$ cat src/common/merge_consts.svh
// Size constants of the stream merger: source count, queue depth and payload width
`ifndef MERGE_CONSTS_SVH
`define MERGE_CONSTS_SVH

// Number of input sources
`define MERGE_SOURCES 4

// Log2 of each queue's depth, 4 words per queue
`define MERGE_LOG_DEPTH 2

// Payload width of one word
`define MERGE_WIDTH 32

`endif

$ cat src/common/merge_pkg.sv
// Types of the stream merger: payload word, source index, source mask, queue count
`include "merge_consts.svh"

package merge_pkg;

   // One payload word
   typedef logic [`MERGE_WIDTH-1:0] word_t;

   // Index of a source
   typedef logic [$clog2(`MERGE_SOURCES)-1:0] src_t;

   // One bit per source
   typedef logic [`MERGE_SOURCES-1:0] src_mask_t;

   // Queue occupancy, 0 up to the full depth
   typedef logic [`MERGE_LOG_DEPTH:0] qcount_t;

endpackage

$ cat src/common/queue_if.sv
// Interface between queue bank, arbiter and output stage, with its modports
`include "merge_consts.svh"

interface queue_if import merge_pkg::*; ();

   // Head word of every queue
   word_t [`MERGE_SOURCES-1:0] head;

   // Queues holding at least one word
   src_mask_t nonempty;

   // Arbiter choice
   src_t grant;
   logic grant_valid;

   // Granted queue dequeues on this edge
   logic pop;

   modport bank (
      output head,
      output nonempty,
      input  pop,
      input  grant
   );

   modport arb (
      input  nonempty,
      input  pop,
      output grant,
      output grant_valid
   );

   modport outs (
      input  head,
      input  grant,
      input  grant_valid,
      output pop
   );

endinterface

$ cat src/queue_bank/queue_bank.sv
// Bank of per-source FWFT queues feeding heads and occupancy to the arbiter
`include "merge_consts.svh"

module queue_bank import merge_pkg::*; (
   input  logic clk,
   input  logic rstn,
   input  src_mask_t in_wr,
   input  logic [`MERGE_SOURCES*`MERGE_WIDTH-1:0] in_data,
   output src_mask_t in_full,
   queue_if.bank q
);

   localparam int DEPTH = 1 << `MERGE_LOG_DEPTH;

   src_mask_t q_empty;
   src_mask_t q_rd;
   qcount_t q_size [`MERGE_SOURCES];

   for (genvar i = 0; i < `MERGE_SOURCES; i++) begin : g_queue
      // Only the granted queue dequeues
      assign q_rd[i] = q.pop && (q.grant == src_t'(i));

      fwft_fifo #(
         .WIDTH(`MERGE_WIDTH),
         .LOG_DEPTH(`MERGE_LOG_DEPTH)
      ) u_fifo (
         .clk(clk),
         .rstn(rstn),
         .wr_en(in_wr[i]),
         .rd_en(q_rd[i]),
         .wr_data(in_data[i*`MERGE_WIDTH +: `MERGE_WIDTH]),
         .full(in_full[i]),
         .empty(q_empty[i]),
         .rd_data(q.head[i]),
         .size(q_size[i])
      );

      // Count and pointer flags agree
      a_count_flags: assert property (@(posedge clk) disable iff (!rstn)
         (q.nonempty[i] == (q_size[i] != '0)) &&
         (in_full[i] == (q_size[i] == qcount_t'(DEPTH))))
         else $error("queue_bank: occupancy of queue %0d disagrees with flags", i);
   end

   assign q.nonempty = ~q_empty;

endmodule

$ cat src/verilog/fwft_fifo.sv
// First-word-fall-through FIFO with write collision bypass and occupancy count
module fwft_fifo #(
   parameter int WIDTH = 32,
   parameter int LOG_DEPTH = 2
) (
   input  logic clk,
   input  logic rstn,
   input  logic wr_en,
   input  logic rd_en,
   input  logic [WIDTH-1:0] wr_data,
   output logic full,
   output logic empty,
   output logic [WIDTH-1:0] rd_data,
   output logic [LOG_DEPTH:0] size
);

   logic [LOG_DEPTH:0] wr_ptr;
   logic [LOG_DEPTH:0] rd_ptr;
   logic [LOG_DEPTH:0] next_rd_ptr;
   logic [WIDTH-1:0] mem [0:(1<<LOG_DEPTH)-1];
   logic [WIDTH-1:0] mem_out;
   logic [WIDTH-1:0] wr_data_q;
   logic collide;

   // Same address, the wrap bit tells full from empty
   assign empty = (wr_ptr == rd_ptr);
   assign full = (wr_ptr[LOG_DEPTH-1:0] == rd_ptr[LOG_DEPTH-1:0]) &&
      (wr_ptr[LOG_DEPTH] != rd_ptr[LOG_DEPTH]);
   assign next_rd_ptr = rd_ptr + {{LOG_DEPTH{1'b0}}, rd_en};

   always_ff @(posedge clk) begin
      if (!rstn) begin
         wr_ptr <= '0;
         rd_ptr <= '0;
         collide <= 1'b0;
      end else begin
         if (wr_en)
            wr_ptr <= wr_ptr + 1'b1;
         rd_ptr <= next_rd_ptr;
         // Write lands where the next head is read from
         collide <= wr_en && (wr_ptr == next_rd_ptr);
      end
   end

   // Head prefetch, read-during-write returns the old word
   always_ff @(posedge clk) begin
      if (wr_en)
         mem[wr_ptr[LOG_DEPTH-1:0]] <= wr_data;
      mem_out <= mem[next_rd_ptr[LOG_DEPTH-1:0]];
      wr_data_q <= wr_data;
   end

   assign rd_data = collide ? wr_data_q : mem_out;

   always_ff @(posedge clk) begin
      if (!rstn) begin
         size <= '0;
      end else if (wr_en && !rd_en) begin
         size <= size + 1'b1;
      end else if (rd_en && !wr_en) begin
         size <= size - 1'b1;
      end
   end

   // A full queue takes a write only if it pops in the same cycle
   a_no_overflow: assert property (@(posedge clk) disable iff (!rstn)
      wr_en |-> (!full || rd_en))
      else $error("fwft_fifo: write while full");

   a_no_underflow: assert property (@(posedge clk) disable iff (!rstn)
      rd_en |-> !empty)
      else $error("fwft_fifo: read while empty");

endmodule

$ cat src/verilog/out_stage.sv
// Output stage: head select, pop issue and skid-buffered valid/ready register
module out_stage import merge_pkg::*; (
   input  logic clk,
   input  logic rstn,
   queue_if.outs q,
   output logic out_valid,
   input  logic out_ready,
   output word_t out_data,
   output src_t out_src
);

   logic room;
   word_t in_word;
   word_t skid_data;
   src_t skid_src;

   assign in_word = q.head[q.grant];

   // Room is low only while the skid buffer holds a word
   assign q.pop = q.grant_valid && room;

   always_ff @(posedge clk) begin
      if (!rstn) begin
         room <= 1'b1;
         out_valid <= 1'b0;
      end else begin
         room <= out_ready || !out_valid || (room && !q.pop);
         out_valid <= q.pop || !room || (out_valid && !out_ready);
      end
   end

   // Output register refills from the skid buffer first
   always_ff @(posedge clk) begin
      if (out_ready || !out_valid) begin
         out_data <= room ? in_word : skid_data;
         out_src <= room ? q.grant : skid_src;
      end
      if (room) begin
         skid_data <= in_word;
         skid_src <= q.grant;
      end
   end

   a_hold_stable: assert property (@(posedge clk) disable iff (!rstn)
      (out_valid && !out_ready) |=>
         (out_valid && $stable(out_data) && $stable(out_src)))
      else $error("out_stage: output changed while stalled");

endmodule

$ cat src/verilog/rr_arbiter.sv
// Round-robin arbiter over non-empty queues using a doubled lowest-bit search
`include "merge_consts.svh"

module rr_arbiter import merge_pkg::*; (
   input  logic clk,
   input  logic rstn,
   queue_if.arb q
);

   localparam int N = `MERGE_SOURCES;

   src_t last;
   logic [2*N-1:0] dbl;
   logic [$clog2(2*N)-1:0] hit;

   // Low copy keeps only sources after the last grant
   always_comb begin
      for (int i = 0; i < N; i++) begin
         dbl[i] = q.nonempty[i] && (i > int'(last));
         dbl[N+i] = q.nonempty[i];
      end
   end

   // Scanning down from the top leaves the lowest set bit in hit
   always_comb begin
      hit = '0;
      for (int j = 2*N-1; j >= 0; j--) begin
         if (dbl[j])
            hit = j[$clog2(2*N)-1:0];
      end
   end

   // Low bits of hit fold the upper copy onto the source range
   assign q.grant = src_t'(hit);
   assign q.grant_valid = |q.nonempty;

   // Source 0 goes first out of reset
   always_ff @(posedge clk) begin
      if (!rstn) begin
         last <= src_t'(N-1);
      end else if (q.pop) begin
         last <= q.grant;
      end
   end

   a_grant_nonempty: assert property (@(posedge clk) disable iff (!rstn)
      q.grant_valid |-> q.nonempty[q.grant])
      else $error("rr_arbiter: grant to empty queue %0d", q.grant);

endmodule

$ cat src/verilog/stream_merge.sv
// Four-source stream merger top: queue bank, round-robin arbiter, output stage
`include "merge_consts.svh"

module stream_merge import merge_pkg::*; (
   input  logic clk,
   input  logic rstn,
   input  src_mask_t in_wr,
   input  logic [`MERGE_SOURCES*`MERGE_WIDTH-1:0] in_data,
   output src_mask_t in_full,
   output logic out_valid,
   input  logic out_ready,
   output word_t out_data,
   output src_t out_src
);

   queue_if qi ();

   // Per-source queues
   queue_bank u_bank (
      .clk(clk),
      .rstn(rstn),
      .in_wr(in_wr),
      .in_data(in_data),
      .in_full(in_full),
      .q(qi.bank)
   );

   rr_arbiter u_arb (
      .clk(clk),
      .rstn(rstn),
      .q(qi.arb)
   );

   // Tagged output stream
   out_stage u_out (
      .clk(clk),
      .rstn(rstn),
      .q(qi.outs),
      .out_valid(out_valid),
      .out_ready(out_ready),
      .out_data(out_data),
      .out_src(out_src)
   );

endmodule
$ cat config.mk
export PLATFORM = sky130hd
export DESIGN_NAME = stream_merge
export DESIGN_NICKNAME = d
export VERILOG_FILES = /design/src/common/merge_pkg.sv /design/src/common/queue_if.sv /design/src/queue_bank/queue_bank.sv /design/src/verilog/fwft_fifo.sv /design/src/verilog/out_stage.sv /design/src/verilog/rr_arbiter.sv /design/src/verilog/stream_merge.sv
export VERILOG_INCLUDE_DIRS = /design/src /design/src/common
export SDC_FILE = /design/constraint.sdc
export NUM_CORES = 1
export LEC_CHECK = 0
export BUFFER_PORTS_ARGS = -buffer_cell sky130_fd_sc_hd__buf_2
export CAP_MARGIN = 20
export CELL_PAD_IN_SITES_DETAIL_PLACEMENT = 0
export CELL_PAD_IN_SITES_GLOBAL_PLACEMENT = 1
export CORE_ASPECT_RATIO = 0.75
export CORE_MARGIN = 3
export CORE_UTILIZATION = 52
export DETAILED_ROUTE_END_ITERATION = 12
export PLACE_DENSITY_LB_ADDON = 0.1
export SETUP_SLACK_MARGIN = 0.1
export SYNTH_ARGS = -nofsm -noshare
export SYNTH_HDL_FRONTEND = slang
export SYNTH_SLANG_ARGS = --single-unit
$ cat constraint.sdc
create_clock -name clk -period 3.9 [get_ports clk]
set_clock_uncertainty 0.05 [all_clocks]
set_input_delay 0.39 -clock clk [delete_from_list [all_inputs] [get_ports clk]]
set_output_delay 0.39 -clock clk [all_outputs]
set_load 0.05 [all_outputs]
==> results.py, run 1 <==
metrics = {
    "outcome": {
        "status": "completed",
    },
    "setup_path": {
        "endpoint_kind": "flop",
        "r2r_cells": 12,
        "rrSetupSlack_ps": 450,
        "r2r_start": "u_bank.g_queue[3].u_fifo.wr_ptr[0]$_SDFFE_PN0P_",
        "r2r_end": "u_bank.g_queue[0].u_fifo.collide$_SDFF_PN0_",
        "worstSetupStartpoint": "u_bank.g_queue[3].u_fifo.wr_ptr[0]$_SDFFE_PN0P_",
        "worst-path-max-fanout": 34,
        "cp.required_ps": 4380,
        "setup.worst_path.start_class": "flop",
        "critPathKind": "flop to flop",
        "cp.arrival_ps": 3930,
    },
    "timing": {
        "worstMarginPinSlew_ps": 932,
        "setup_viol": 0,
        "hold_slack_ps": 41.5,
        "hold_violations": 0,
        "relSlewSlack": 0.379,
        "finalCriticalPeriod_ps": 3450,
        "rsz0062_at_grt": "false",
        "report.final.slew_viol_count": 0,
        "finalCritPeriodShare": 0.885,
        "max_freq_mhz": 290,
        "tns_ps": 0,
    },
    "hold_path": {
        "min_path_type": "input pin to flop",
        "worstHoldEndpoint": "u_bank.g_queue[3].u_fifo.collide$_SDFF_PN0_",
        "min_delay_path_depth": 3,
        "hold_start": "in_wr[3]",
    },
    "detailed_routing": {
        "wl_per_cell_um": 24.0,
        "vias_per_cell": 5.42,
        "routed.top_layer": "met5",
        "drt_iter0_markers": 1114,
        "vias": 14800,
        "drc": 0,
        "firstDrtPassIters": 5,
        "dr_wl_met3_um": 3230,
        "wl_um": 65500,
        "ant_nets": 0,
        "met2_length_um": 29300,
        "met1_length_um": 31600,
    },
    "power": {
        "p_leak_nw": 12.8,
        "power_density_mw_per_mm2": 843,
        "ir_worst_vdd_mv": 0.612,
    },
    "floorplan": {
        "core_area_sq_mm": 0.0562,
        "die_y_um": 213,
        "dieArea_sq_mm": 0.0601,
        "die_w_um": 282,
        "io_pins": 174,
        "initial_utilization": 0.529,
        "fp-row-count": 75,
    },
    "synthesis": {
        "synth_area_leaders": "edfxtp_1 55%, dfxtp_1 22%, mux4_2 9.7%, mux2i_1 3.4%, a211o_1 0.97%",
        "yosysMostFrequentCell": "edfxtp_1",
        "synth-edff-count": 546,
        "synth_nets": 1735,
        "post_synth_num_cell_types": 44,
        "netlist_area_sq_mm": 0.0297,
        "synthFlopType": "edfxtp_1",
        "yosysTopAreaCellShare": 0.552,
        "ys_warn_count": 0,
        "syn_inst": 1580,
        "ys_top_cells_by_count": "546 x edfxtp_1, 322 x dfxtp_1, 128 x mux4_2",
        "avgSynthCellArea_sq_um": 18.8,
        "seq_area_frac_synth": 0.769,
        "async_flop_share": 0,
        "yosys.area.top_type": "edfxtp_1",
        "synth_seq_cells": 868,
    },
    "placed_design": {
        "hpwlAfterDp_um": 41300,
        "place_inst": 2444,
        "portBuffers": 173,
        "gp_congestion": 0.825,
    },
    "finish": {
        "insertedDiodeCount": 0,
        "nNetsFinal": 2083,
        "fillCellCount": 3935,
        "areaGrowthSynthToFinish_pct": 20.0,
        "layout-drive-gt1-share": 0.245,
        "stdcell_count": 2726,
    },
    "clock_tree": {
        "cts-root-buf": "clkbuf_16",
        "cts_max_path_buffers": 3,
        "tritoncts": "done",
        "clkLatencyLatePin_ps": 620,
        "h-tree-depth": 3,
        "clkSinkCount": 868,
        "cts_buffers": 81,
        "clk_pin_slew_ps": 60,
    },
    "grt": {
        "grt_usage": 0.221,
        "grt_pass1_wl_um": 95300,
        "grt_max_degree": 68,
        "grt_overflow": 0,
        "grt_pass1_vias": 14600,
        "grt_antenna_before_repair": 1,
    },
    "flow_run": {
        "drv_cap": 0,
    },
}
==> how the worst max path moves through the flow <==
stage	endpoint	slack (ps)	cells past startpoint
after floorplan	u_bank.g_queue[1].u_fifo.mem_out[10]$_DFF_P_	690	11
after global placement	u_bank.g_queue[1].u_fifo.mem_out[5]$_DFF_P_	300	8
after detailed placement	u_bank.g_queue[1].u_fifo.mem_out[6]$_DFF_P_	240	8
after CTS	u_bank.g_queue[1].u_fifo.mem_out[14]$_DFF_P_	210	8
after global routing	u_bank.g_queue[0].u_fifo.collide$_SDFF_PN0_	200	12
final	u_bank.g_queue[0].u_fifo.collide$_SDFF_PN0_	450	12
==> through the flow <==
| stage | worst slack [ps] | utilization | cell area, sq um | power (W) |
|---|---|---|---|---|
| after floorplan | 690 | - | 29700 | 0.0189 |
| after global placement | 301 | 0.562 | 31600 | 0.0221 |
| after detailed placement | 244 | 0.562 | 31600 | 0.0222 |
| after CTS | 210 | 0.634 | 35600 | 0.0303 |
| after global routing | 204 | 0.634 | 35700 | 0.0314 |
| final | 449 | 0.634 | 35700 | 0.0300 |
==> cells by family (layout without fill, tap and decap cells) <==
group                      count (synthesis)  after routing  synth area share
DFF                                      868            868             0.769
xor gates and xnor gates                  39             39            0.0123
adders and majority gates                 20             20           0.00842
AOI/OAI and AO/OA                        148            148            0.0342
and+or+nand+nor                          183            183            0.0318
muxes                                    228            228             0.131
buffers and inverters                     94            509            0.0138
==> critical path, cell delays in order, from the launching register on <==
cell	delay [ps]
dfxtp_1	470
xor2_1	160
nor3_2	460
o221ai_1	290
o311ai_4	120
buf_6	330
nor3b_4	390
and2_1	180
ha_1	250
buf_12	200
xnor2_1	150
nand3_1	90
nor3_1	210
==> area by class of cell <==
class	instances	area, sq um	area share
Sequential cell	868	22800	0.641
Multi-Input combinational cell	618	6520	0.183
Timing Repair Buffer	346	2610	0.0732
Clock buffer	115	2410	0.0677
Tap cell	731	915	0.0257
Clock inverter	35	305	0.00856
Inverter	13	48.8	0.00137
==> cell usage in the layout (no fill, tap or decap), drive strengths merged, types with 2 or more instances in the layout <==
master,synthesis,final
mux4,128,128
clkinv,0,26
inv,13,14
buf,22,215
dfxtp,322,322
nor2b,45,45
bufinv,0,5
nand2,41,41
a21oi,34,34
clkbuf,59,115
mux2i,100,100
xnor2,25,25
and2,32,32
o21ai,4,4
ha,20,20
nor3,5,5
o221ai,3,3
dlygate4sd3,0,131
and3,2,2
clkinvlp,0,3
xor2,14,14
nor2,41,41
a211o,33,33
o22ai,33,33
edfxtp,546,546
nand2b,2,2
a31oi,33,33
nand3,10,10
==> power breakdown <==
group,internal [W],leakage [nW],switching (W)
clock,0.00465,1.34,0.00328
combinational,0.00426,3.65,0.00572
sequential,0.0115,7.76,0.000625
==> metal layers <==
layer | vias up | track usage
met2 | 350 | 0.321
li1 | 6795 | -
met1 | 7534 | 0.347
met5 | - | 0
met3 | 88 | 0.0414
met4 | 2 | 0.0555
==> state kept, by name, indices dropped and copies added, names as in the netlist, 2 cells and up <==
name / flops
u_out.out_src: 2
u_bank.g_queue.u_fifo.collide: 4
u_bank.g_queue.u_fifo.mem_out: 128
u_out.skid_src: 2
u_out.skid_data: 32
u_arb.last: 2
u_bank.g_queue.u_fifo.rd_ptr: 12
u_out.out_data: 32
u_bank.g_queue.u_fifo.wr_data_q: 128
u_bank.g_queue.u_fifo.mem: 512
u_bank.g_queue.u_fifo.wr_ptr: 12
==> what timing repair did <==
| action | in CTS | in global routing |
|---|---|---|
| hold endpoints to repair | 643 | 0 |
| gates resized for setup | 0 | 1 |
| setup buffers | 0 | 1 |
| setup endpoints to repair | 0 | 18 |
| hold buffers | 131 | 0 |
No activity file was read; power rests on OpenSTA's default activity.
==> run 2: changes to the inputs <==
REMOVE_ABC_BUFFERS = 1   (was not set)
==> results.py, run 2 (synthesized netlist as in run 1, its figures left out) <==
metrics = {
    "hold_path": {
        "min_path_type": "input pin to flop",
        "hold_start": "in_wr[1]",
    },
    "timing": {
        "worstMarginPinSlew_ps": 1020,
        "finalWorstSetupSlack_ps": 554,
        "report.final.slew_viol_count": 0,
        "setup_viol": 0,
        "hold_violations": 0,
        "hold_slack_ps": 44.7,
        "rsz0062_at_grt": "false",
        "relSlewSlack": 0.322,
        "finalCriticalPeriod_ps": 3350,
        "max_freq_mhz": 299,
        "finalCritPeriodShare": 0.858,
    },
    "finish": {
        "final_common_cell": "edfxtp_1",
        "final_util": 0.632,
        "areaGrowthSynthToFinish_pct": 19.5,
        "layout-drive-gt1-share": 0.241,
        "layout_common_cells": "546 x edfxtp_1, 317 x dfxtp_1, 173 x buf_2, 132 x dlygate4sd3_1, 128 x mux4_2",
        "largest_reg_flops": 512,
        "nNetsFinal": 2078,
        "insertedDiodeCount": 0,
    },
    "setup_path": {
        "worst-path-max-fanout": 34,
        "r2r_start": "u_bank.g_queue[3].u_fifo.wr_ptr[0]$_SDFFE_PN0P_",
        "slowest_stage": "dfxtp_1",
        "worstSetupStartpoint": "u_bank.g_queue[3].u_fifo.wr_ptr[0]$_SDFFE_PN0P_",
        "cp_num_buf_inv": 1,
        "setup.worst_path.start_class": "flop",
        "crit_chain": "xor2_1 -> nor3_2 -> nand2_1 -> o21ai_1 -> and3b_1 -> and2_1 -> ha_1 -> buf_12 -> xnor2_1 -> nand3_1 -> nor3_1",
        "cp.arrival_ps": 3830,
        "critical-path-top-delay-family": "simple AND/OR/NAND/NOR gates",
        "critPathKind": "flop to flop",
        "cp.required_ps": 4380,
        "endpoint_kind": "flop",
        "max_stage_delay_ps": 490,
    },
    "detailed_routing": {
        "wl_um": 66400,
        "drc": 0,
        "ant_nets": 0,
        "vias": 15000,
        "wl_per_cell_um": 24.4,
        "firstDrtPassIters": 5,
        "vias_per_cell": 5.50,
        "drt_iter0_markers": 1217,
    },
    "power": {
        "p_leak_nw": 12.7,
        "p_total_w": 0.0297,
        "power_density_mw_per_mm2": 838,
        "ir_worst_vdd_mv": 0.715,
    },
    "grt": {
        "grt_max_degree": 52,
        "grt_pass1_wl_um": 97600,
        "grt_overflow": 0,
        "grt_usage": 0.226,
        "grt_antenna_before_repair": 3,
        "grt_pass1_vias": 15000,
    },
    "clock_tree": {
        "cts-root-buf": "clkbuf_16",
        "cts_max_path_buffers": 3,
        "cts_buffers": 79,
        "clkSinkCount": 868,
        "tritoncts": "done",
        "clk_pin_slew_ps": 70,
        "postCtsResizedCells": 0,
        "h-tree-depth": 3,
        "post_cts_buffers": 0,
        "clkLatencyLatePin_ps": 630,
    },
    "flow_run": {
        "drv_cap": 0,
    },
    "floorplan": {
        "fp-row-count": 75,
        "die_w_um": 282,
        "core_area_sq_mm": 0.0562,
        "io_pins": 174,
        "die_y_um": 213,
        "initial_utilization": 0.529,
        "dieArea_sq_mm": 0.0601,
    },
    "placed_design": {
        "gp_congestion": 0.763,
        "portBuffers": 173,
        "preCtsSetupSlack_ps": 596,
        "hpwlAfterDp_um": 41200,
    },
    "outcome": {
        "status": "completed",
    },
}
[run 2: cell types whose count changed in the layout (fill, tap and decap cells not counted), sizes merged]
| cell | change |
|---|---|
| clkinv | +3 |
| clkinvlp | -2 |
| inv | +1 |
| buf | -4 |
| clkbuf | -6 |
| bufinv | +1 |
| dlygate4sd3 | +1 |
[run 2: stage by stage]
stage          cell area, sq um  cells  TNS, ps
2_1_floorplan             29300   1499  -106710
6_report                  35500   2720        0
4_1_cts                   35500   2720        0
5_1_grt                   35500   2720        0
3_5_place_dp              31600   2441        0
3_3_place_gp              31600   2441        0
[run 2: path summary, 6_finish.rpt]
| kind | to | slack, ps | cells after the start |
|---|---|---|---|
| max | u_bank.g_queue[1].u_fifo.collide$_SDFF_PN0_ | 550 | 11 |
| min | u_bank.g_queue[1].u_fifo.collide$_SDFF_PN0_ | 40 | 3 |
| max reg2reg | u_bank.g_queue[1].u_fifo.collide$_SDFF_PN0_ | 550 | 11 |
| min reg2reg | u_out.skid_data[26]$_DFF_P_ | 420 | 2 |
[run 2: area by class of cell]
type                            instances  area [sq um]
Sequential cell                       868         22800
Clock inverter                         38           354
Tap cell                              731           915
Fill cell                            4023         20700
Inverter                               13          48.8
Multi-Input combinational cell        618          6520
Clock buffer                          109          2250
Timing Repair Buffer                  343          2570
[run 2: routing by layer]
metal | vias to the layer above | share of wire | GRT usage
met4 | 6 | 0.021 | 0.0602
met5 | - | 0.00069 | 0
li1 | 6781 | - | -
met1 | 7650 | 0.46 | 0.343
met2 | 440 | 0.45 | 0.331
met3 | 88 | 0.068 | 0.0559
[run 2: worst reg2reg max path, cell delays in order, from the launching register on]
cell	delay (ps)
dfxtp_1	490
xor2_1	160
nor3_2	470
nand2_1	210
o21ai_1	370
and3b_1	310
and2_1	190
ha_1	310
buf_12	240
xnor2_1	150
nand3_1	100
nor3_1	190
[run 2: power breakdown]
group	switching [W]	internal, W	leakage (nW)
registers	0.000623	0.0115	7.76
clock network	0.00328	0.00446	1.30
logic	0.00568	0.00420	3.63
[run 2: what timing repair did]
| action | in CTS | in global routing |
|---|---|---|
| endpoints found under the setup margin | 0 | 0 |
| hold endpoints to repair | 640 | 0 |
| hold buffers | 132 | 0 |
